<file path="src/fpMulPkg.sv">
`default_nettype none

package fpMulPkg;

	// Half precision format
	localparam int expWidth = 5;
	localparam int fracWidth = 10;
	localparam int expBias = 15;
	localparam int expMax = 31;               // All-ones exponent
	localparam int sigWidth = fracWidth + 1;  // With hidden one
	localparam int prodWidth = 2 * sigWidth;  // Full significand product

	localparam logic [15:0] qNaN = 16'h7E00;  // Canonical quiet NaN

	// Field view of one half word
	typedef struct packed {
		logic                 sign;
		logic [expWidth-1:0]  exp;
		logic [fracWidth-1:0] frac;
	} fp16FieldsT;

	// Same 16 bits, raw or split into fields
	typedef union packed {
		logic [15:0] raw;
		fp16FieldsT  fields;
	} fp16T;

	// Special class of the operand pair
	typedef struct packed {
		logic isNaN;    // Either input NaN
		logic isInf;    // Either input infinite
		logic isZero;   // Either input zero or subnormal
		logic invalid;  // Inf times zero, or signalling NaN
	} excT;

	// Stage 1 to stage 2
	typedef struct packed {
		logic                  sign;
		logic signed [7:0]     expSum;    // Biased, before normalization
		logic [prodWidth-1:0]  mantProd;
		excT                   exc;
	} prepT;

	// Stage 2 to stage 3
	typedef struct packed {
		logic                 sign;
		logic signed [7:0]    exp;
		logic [sigWidth-1:0]  mant;      // Hidden bit at MSB
		logic                 guard;
		logic                 sticky;
		excT                  exc;
	} normT;

	// Result flags
	typedef struct packed {
		logic invalid;
		logic overflow;
		logic underflow;
		logic inexact;
	} fpFlagsT;

endpackage

`default_nettype wire

</file>
<file path="src/fpMulPrep.sv">
`timescale 1ns/1ps
`default_nettype none

module fpMulPrep (
	input  logic            clk,
	input  logic            rstN,
	input  logic            inValid,
	input  fpMulPkg::fp16T  a,
	input  fpMulPkg::fp16T  b,
	output logic            prepValid,
	output fpMulPkg::prepT  prep
);
	import fpMulPkg::*;

	logic aZero;
	logic bZero;
	logic aMaxExp;
	logic bMaxExp;
	logic aInf;
	logic bInf;
	logic aNaN;
	logic bNaN;
	logic aSNaN;
	logic bSNaN;
	logic [sigWidth-1:0] aSig;
	logic [sigWidth-1:0] bSig;
	logic signed [7:0] expSumNext;
	excT excNext;

	// Exponent zero covers subnormals too, flushed to zero
	assign aZero = (a.fields.exp == '0);
	assign bZero = (b.fields.exp == '0);

	assign aMaxExp = (a.fields.exp == expWidth'(expMax));
	assign bMaxExp = (b.fields.exp == expWidth'(expMax));

	// Inf needs zero fraction, NaN needs non-zero fraction
	assign aInf = aMaxExp && (a.fields.frac == '0);
	assign bInf = bMaxExp && (b.fields.frac == '0);
	assign aNaN = aMaxExp && (a.fields.frac != '0);
	assign bNaN = bMaxExp && (b.fields.frac != '0);

	// Quiet bit clear means signalling
	assign aSNaN = aNaN && !a.fields.frac[fracWidth-1];
	assign bSNaN = bNaN && !b.fields.frac[fracWidth-1];

	always_comb begin
		excNext.isNaN   = aNaN | bNaN;
		excNext.isInf   = aInf | bInf;
		excNext.isZero  = aZero | bZero;
		// Inf x 0 in either order, or any sNaN
		excNext.invalid = (aInf & bZero) | (bInf & aZero) | aSNaN | bSNaN;
	end

	// Hidden ones restored
	assign aSig = {1'b1, a.fields.frac};
	assign bSig = {1'b1, b.fields.frac};

	// ea + eb - bias, range -15..47
	assign expSumNext = 8'(a.fields.exp) + 8'(b.fields.exp) - 8'(expBias);

	always_ff @(posedge clk) begin
		if (!rstN) begin
			prepValid <= 1'b0;
		end else begin
			prepValid <= inValid;
		end
	end

	// Payload only loads with a valid pair
	always_ff @(posedge clk) begin
		if (inValid) begin
			prep.sign     <= a.fields.sign ^ b.fields.sign;
			prep.expSum   <= expSumNext;
			prep.mantProd <= aSig * bSig;  // 11 x 11 -> 22
			prep.exc      <= excNext;
		end
	end

endmodule

`default_nettype wire

</file>
<file path="src/fpMulNorm.sv">
`timescale 1ns/1ps
`default_nettype none

module fpMulNorm (
	input  logic            clk,
	input  logic            rstN,
	input  logic            prepValid,
	input  fpMulPkg::prepT  prep,
	output logic            normValid,
	output fpMulPkg::normT  norm
);
	import fpMulPkg::*;

	localparam int guardPos = prodWidth - sigWidth - 1;  // Bit just below the kept field

	logic                  prodHigh;
	logic [prodWidth-1:0]  prodAligned;
	logic [sigWidth-1:0]   mantNext;
	logic                  guardNext;
	logic                  stickyNext;
	logic signed [7:0]     expNext;

	// Product of two [1,2) values lies in [1,4)
	assign prodHigh = prep.mantProd[prodWidth-1];

	always_comb begin
		if (prodHigh) begin
			prodAligned = prep.mantProd;
			expNext     = prep.expSum + 8'sd1;  // Product in [2,4)
		end else begin
			prodAligned = prep.mantProd << 1;  // Leading one into MSB
			expNext     = prep.expSum;
		end
	end

	// Top 11 bits kept, then guard, rest folded to sticky
	assign mantNext   = prodAligned[prodWidth-1 -: sigWidth];
	assign guardNext  = prodAligned[guardPos];
	assign stickyNext = |prodAligned[guardPos-1:0];

	always_ff @(posedge clk) begin
		if (!rstN) begin
			normValid <= 1'b0;
		end else begin
			normValid <= prepValid;
		end
	end

	always_ff @(posedge clk) begin
		if (prepValid) begin
			norm.sign   <= prep.sign;
			norm.exp    <= expNext;
			norm.mant   <= mantNext;
			norm.guard  <= guardNext;
			norm.sticky <= stickyNext;
			norm.exc    <= prep.exc;   // Class rides along untouched
		end
	end

endmodule

`default_nettype wire

</file>
<file path="src/fpMulRound.sv">
`timescale 1ns/1ps
`default_nettype none

module fpMulRound (
	input  logic               clk,
	input  logic               rstN,
	input  logic               normValid,
	input  fpMulPkg::normT     norm,
	output logic               outValid,
	output fpMulPkg::fp16T     result,
	output fpMulPkg::fpFlagsT  flags
);
	import fpMulPkg::*;

	logic                 roundUp;
	logic [sigWidth:0]    mantRnd;   // One extra bit for carry
	logic [sigWidth-1:0]  mantFin;
	logic signed [7:0]    expFin;
	logic                 lost;
	fp16T                 resNext;
	fpFlagsT              flagsNext;

	// Nearest even, ties go to even LSB
	assign roundUp = norm.guard & (norm.sticky | norm.mant[0]);
	assign mantRnd = {1'b0, norm.mant} + (sigWidth+1)'(roundUp);
	assign lost    = norm.guard | norm.sticky;

	always_comb begin
		if (mantRnd[sigWidth]) begin
			mantFin = mantRnd[sigWidth:1];  // 1.111.. rolled to 10.000..
			expFin  = norm.exp + 8'sd1;
		end else begin
			mantFin = mantRnd[sigWidth-1:0];
			expFin  = norm.exp;
		end
	end

	always_comb begin
		resNext.raw = '0;
		flagsNext   = '0;
		if (norm.exc.isNaN || norm.exc.invalid) begin
			resNext.raw       = qNaN;
			flagsNext.invalid = norm.exc.invalid;  // Only Inf x 0 or sNaN
		end else if (norm.exc.isInf) begin
			resNext.fields.sign = norm.sign;   // Inf x finite non-zero
			resNext.fields.exp  = expWidth'(expMax);
		end else if (norm.exc.isZero) begin
			resNext.fields.sign = norm.sign;   // Exact signed zero
		end else if (expFin >= expMax) begin
			// Too large, saturate to infinity
			resNext.fields.sign = norm.sign;
			resNext.fields.exp  = expWidth'(expMax);
			flagsNext.overflow  = 1'b1;
			flagsNext.inexact   = 1'b1;
		end else if (expFin <= 0) begin
			resNext.fields.sign = norm.sign;   // Flush, no subnormal out
			flagsNext.underflow = 1'b1;
			flagsNext.inexact   = 1'b1;
		end else begin
			resNext.fields.sign = norm.sign;
			resNext.fields.exp  = expFin[expWidth-1:0];
			resNext.fields.frac = mantFin[fracWidth-1:0];  // Hidden bit dropped
			flagsNext.inexact   = lost;
		end
	end

	always_ff @(posedge clk) begin
		if (!rstN) begin
			outValid <= 1'b0;
		end else begin
			outValid <= normValid;
		end
	end

	always_ff @(posedge clk) begin
		if (normValid) begin
			result <= resNext;
			flags  <= flagsNext;
		end
	end

	// Valid chain must be clean once out of reset
	aValidKnown: assert property (@(posedge clk) disable iff (!rstN)
		!$isunknown(outValid))
		else $error("outValid unknown after reset");

	// Invalid only ever paired with canonical NaN
	aInvalidNaN: assert property (@(posedge clk) disable iff (!rstN)
		(outValid && flags.invalid) |-> (result.raw == qNaN))
		else $error("invalid flag without qNaN result");

	// Overflow always saturates to infinity
	aOverflowInf: assert property (@(posedge clk) disable iff (!rstN)
		(outValid && flags.overflow) |->
		(result.fields.exp == expWidth'(expMax) && result.fields.frac == '0))
		else $error("overflow flag without infinity result");

endmodule

`default_nettype wire

</file>
<file path="src/fpMul.sv">
`timescale 1ns/1ps
`default_nettype none

module fpMul (
	input  logic               clk,
	input  logic               rstN,
	input  logic               inValid,
	input  fpMulPkg::fp16T     a,
	input  fpMulPkg::fp16T     b,
	output logic               outValid,
	output fpMulPkg::fp16T     result,
	output fpMulPkg::fpFlagsT  flags
);
	import fpMulPkg::*;

	logic prepValid;   // Stage 1 done
	prepT prep;
	logic normValid;   // Stage 2 done
	normT norm;

	// Decode, sign, exponent sum, significand product
	fpMulPrep prepStage (
		.clk       (clk),
		.rstN      (rstN),
		.inValid   (inValid),
		.a         (a),
		.b         (b),
		.prepValid (prepValid),
		.prep      (prep)
	);

	// One place shift, guard and sticky
	fpMulNorm normStage (
		.clk       (clk),
		.rstN      (rstN),
		.prepValid (prepValid),
		.prep      (prep),
		.normValid (normValid),
		.norm      (norm)
	);

	// RNE, range checks, specials, pack
	fpMulRound roundStage (
		.clk       (clk),
		.rstN      (rstN),
		.normValid (normValid),
		.norm      (norm),
		.outValid  (outValid),
		.result    (result),
		.flags     (flags)
	);

endmodule

`default_nettype wire

</file>
<file path="config.mk">
export PLATFORM = sky130hd
export DESIGN_NAME = fpMul
export DESIGN_NICKNAME = d
export VERILOG_FILES = /design/src/fpMulPkg.sv /design/src/fpMulPrep.sv /design/src/fpMulNorm.sv /design/src/fpMulRound.sv /design/src/fpMul.sv
export SDC_FILE = /design/constraint.sdc
export NUM_CORES = 1
export LEC_CHECK = 0
export ABC_AREA = 1
export BUFFER_PORTS_ARGS = -buffer_cell sky130_fd_sc_hd__buf_2
export CAP_MARGIN = 20
export CORE_MARGIN = 1
export CORE_UTILIZATION = 35
export DETAILED_ROUTE_END_ITERATION = 6
export SETUP_SLACK_MARGIN = 0.4
export SYNTH_ARGS = -nofsm -noshare
export SYNTH_HDL_FRONTEND = slang
export SYNTH_SLANG_ARGS = --single-unit
</file>
<file path="constraint.sdc">
create_clock -name clk -period 7.4 [get_ports clk]
set_input_delay 1.11 -clock clk [delete_from_list [all_inputs] [get_ports clk]]
set_output_delay 1.11 -clock clk [all_outputs]
set_load 0.05 [all_outputs]
</file>
==> results.ini <==
[run_status]
outcome=finished, final reports clean

[worst_setup_path]
r2r_end=roundStage.result[9]
slowest_stage=fa_1
startpoint_type=primary input
cp.arrival_ns=5.54
cp_slowest_stage_delay_ns=0.55
r2r_cells=15
cp_cell_sequence=buf_2, nand2_1, fa_1, inv_1, fa_1, inv_1, fa_1, inv_1, fa_1, inv_1, fa_1, inv_1, ha_1, nand2_1, o21ai_0, nand2_1, a21boi_0, xor2_1
cp_data_required_time_ns=7.48
path_class=primary input to flop
reg2reg_from=normStage.norm[6]
critPathMaxFanout=12
end_kind=flop
reg2reg_slack_ns=4.93

[detailed_routing]
drc_errors=0
vias_per_cell=4.43
vias=5918
drt_iter0_markers=272
totalWireLength_um=16200
postRouteAntennaNets=0
drtPass1Iterations=4
wl_per_cell_um=12.1

[floorplanning]
io_pins=56
dieWidth_um=156
fp.dieH_um=156
rows=56
start_util_pct=35.7
core_region_area_um2=23400
die-area_um2=24500

[sta]
setup_tns_ns=0
fmax_mhz=183
hold_viol_final=0
fin_crit_sh_pct=73.7
finClkSkew_ns=0.00657
relSlewSlack_pct=37.6
worstMarginPinSlew_ns=0.927
fin_crit_ns=5.45
setup_viol=0
drv_slew=0
hold_ws_ns=0.432
rsz0062_at_grt=no

[synth]
ys_seq_area_share_pct=29.8
synth_ff_type=edfxtp_1
synth-async-reset-ratio_pct=0
netlist_area_um2=8350
netlist.area_leader.share_pct=29.1
synth_edf_count=81
syn_avg_cell_area_um2=8.59
yosysWarningCount=0
postSynthCellCount=972
synth_cell_types=44
ys_top_cells_by_area=edfxtp_1 (29%), fa_1 (19%), nand2_1 (11%)
yosysTopAreaCell=edfxtp_1
syn_nets=1157
synth_seq_cells=84

[clocking]
cts_root_buf=clkbuf_16
cts_made_buffers=9
post_cts_buffers=0
worst_skew_pair.late_latency_ns=0.34
cts.sinks=84
cts-resized-gates=0
cts_buffer_depth=2
cts_tree=yes
cts-htree-levels=3
clk_pin_slew_worst_paths_ns=0.06
postCtsHoldBufs=0

[placement]
hpwl_um=13400
postPlaceCellArea_um2=8900
dp.cells=1319
gp_congestion=0.887
numPortBuffers=55

[worst_hold_path]
worst_hold_path.num_cells=0
hp-class=flop to flop
hold_end=normStage.norm[25]
min_from=prepStage.prep[34]

[layout]
drive_gt1_share_pct=9.93
n_antenna_cell=0
instances_no_fill=1336
stdcell_area_um2=9230
areaGrowthSynthToFinish_pct=10.5
nNetsFinal=1197
fillers=2409

[global_routing]
grt_max_degree=37
grt_pass1_wl_um=27700
grt_pass1_vias=5924
track_usage_pct=14.3
antenna_found_initial=0
gr-total-overflow=0

[pwr]
power.total_mw=2.99
ir_worst_vdd_mv=0.194
powerDensity_nw_per_um2=324
power.leakage_nw=4.83

[flow_run]
maxCapViolCount=0

Yosys cell counts, types with 2 or more instances:
master / n
nand2_1: 245
nand2_2: 6
clkbuf_1: 24
or2_2: 3
edfxtp_1: 81
o21bai_1: 2
nor4_1: 6
o21ai_1: 3
a21o_1: 5
o211ai_1: 2
nand4_1: 14
nand3b_1: 4
xor2_1: 24
buf_6: 3
fa_1: 81
nor3b_1: 2
nor2_1: 51
o21ai_0: 17
nor3_2: 9
ha_1: 69
a21oi_1: 17
nor3_1: 8
inv_1: 231
xnor2_1: 13
dfxtp_1: 3
nor2_4: 3
nand3_1: 29
critical path, delay by kind of cell:
kind,cells,cell delay (ns)
AOI/OAI and AO/OA,2,0.60
xor gates and xnor gates,1,0.09
adders and majority gates,6,2.91
buffers and inverters,6,0.47
and+or+nand+nor,3,0.35
metal layers:
layer | global-route usage [%] | share of wire [%] | up-vias
met5 | 0 | 0 | -
met4 | 4.15 | 1.8 | 0
met3 | 2.02 | 2.8 | 22
met2 | 25.6 | 48 | 104
met1 | 17.8 | 47 | 2721
li1 | - | - | 3071
worst max-delay path by stage:
| stage | start | end | cells past startpoint |
|---|---|---|---|
| floorplan | b[4] | prepStage.prep[19] | 18 |
| global placement | b[4] | prepStage.prep[19] | 18 |
| detailed placement | b[4] | prepStage.prep[19] | 18 |
| CTS | b[4] | prepStage.prep[19] | 18 |
| global route | b[4] | prepStage.prep[21] | 20 |
| finish | b[4] | prepStage.prep[19] | 18 |
per-stage QoR:
step / setup WS (ns) / util (%)
2_1_floorplan: 1.82 / -
3_3_place_gp: 1.65 / 38.0
3_5_place_dp: 1.56 / 38.0
4_1_cts: 1.92 / 39.3
5_1_grt: 1.69 / 39.4
6_report: 1.95 / 39.4
cells in the final DEF, fill, tap and decap left out, drive strengths merged, types with 4 or more instances in the layout:
cell type,netlist,final
a21o,5,5
a21oi,17,17
buf,3,56
clkbuf,24,9
clkinv,2,5
edfxtp,81,81
fa,81,81
ha,69,69
inv,231,235
nand2,253,253
nand3,31,31
nand3b,4,4
nand4,14,14
nor2,55,55
nor3,17,17
nor4,6,6
o21ai,21,21
xnor2,13,13
xor2,24,24
cell type report:
class,count,area [um^2],area share [%]
clock buffers,9,225,2.44
clock inverters,7,73.8,0.800
inverters,233,876,9.49
multi-input cells,628,4860,52.7
flip-flops and latches,84,2490,27.0
well taps,319,399,4.32
repair buffers,56,303,3.28
registers in the layout, summed over array words and instances (netlist names):
signal	cells
prepStage.prep	35
roundStage.flags	4
normStage.norm	26
roundStage.outValid	1
prepStage.prepValid	1
roundStage.result	16
normStage.normValid	1
cell families (layout without fill, tap and decap cells):
logic type                 after synthesis  after routing  synth area share (%)
buffers and inverters                  260            305                  12.0
DFF                                     84             84                  29.8
AOI/OAI and AO/OA                       55             55                  3.99
xor gates and xnor gates                37             37                  3.88
adders and majority gates              150            150                  29.8
and+or+nand+nor                        386            386                  20.6
where the power goes:
part	internal (mW)	leakage [nW]	total, mW	switching [mW]
clock network	0.238	0.147	0.442	0.204
logic	0.673	3.88	1.77	1.10
registers	0.718	0.811	0.776	0.0585
Note: power is estimated with default switching activity, not from simulation.
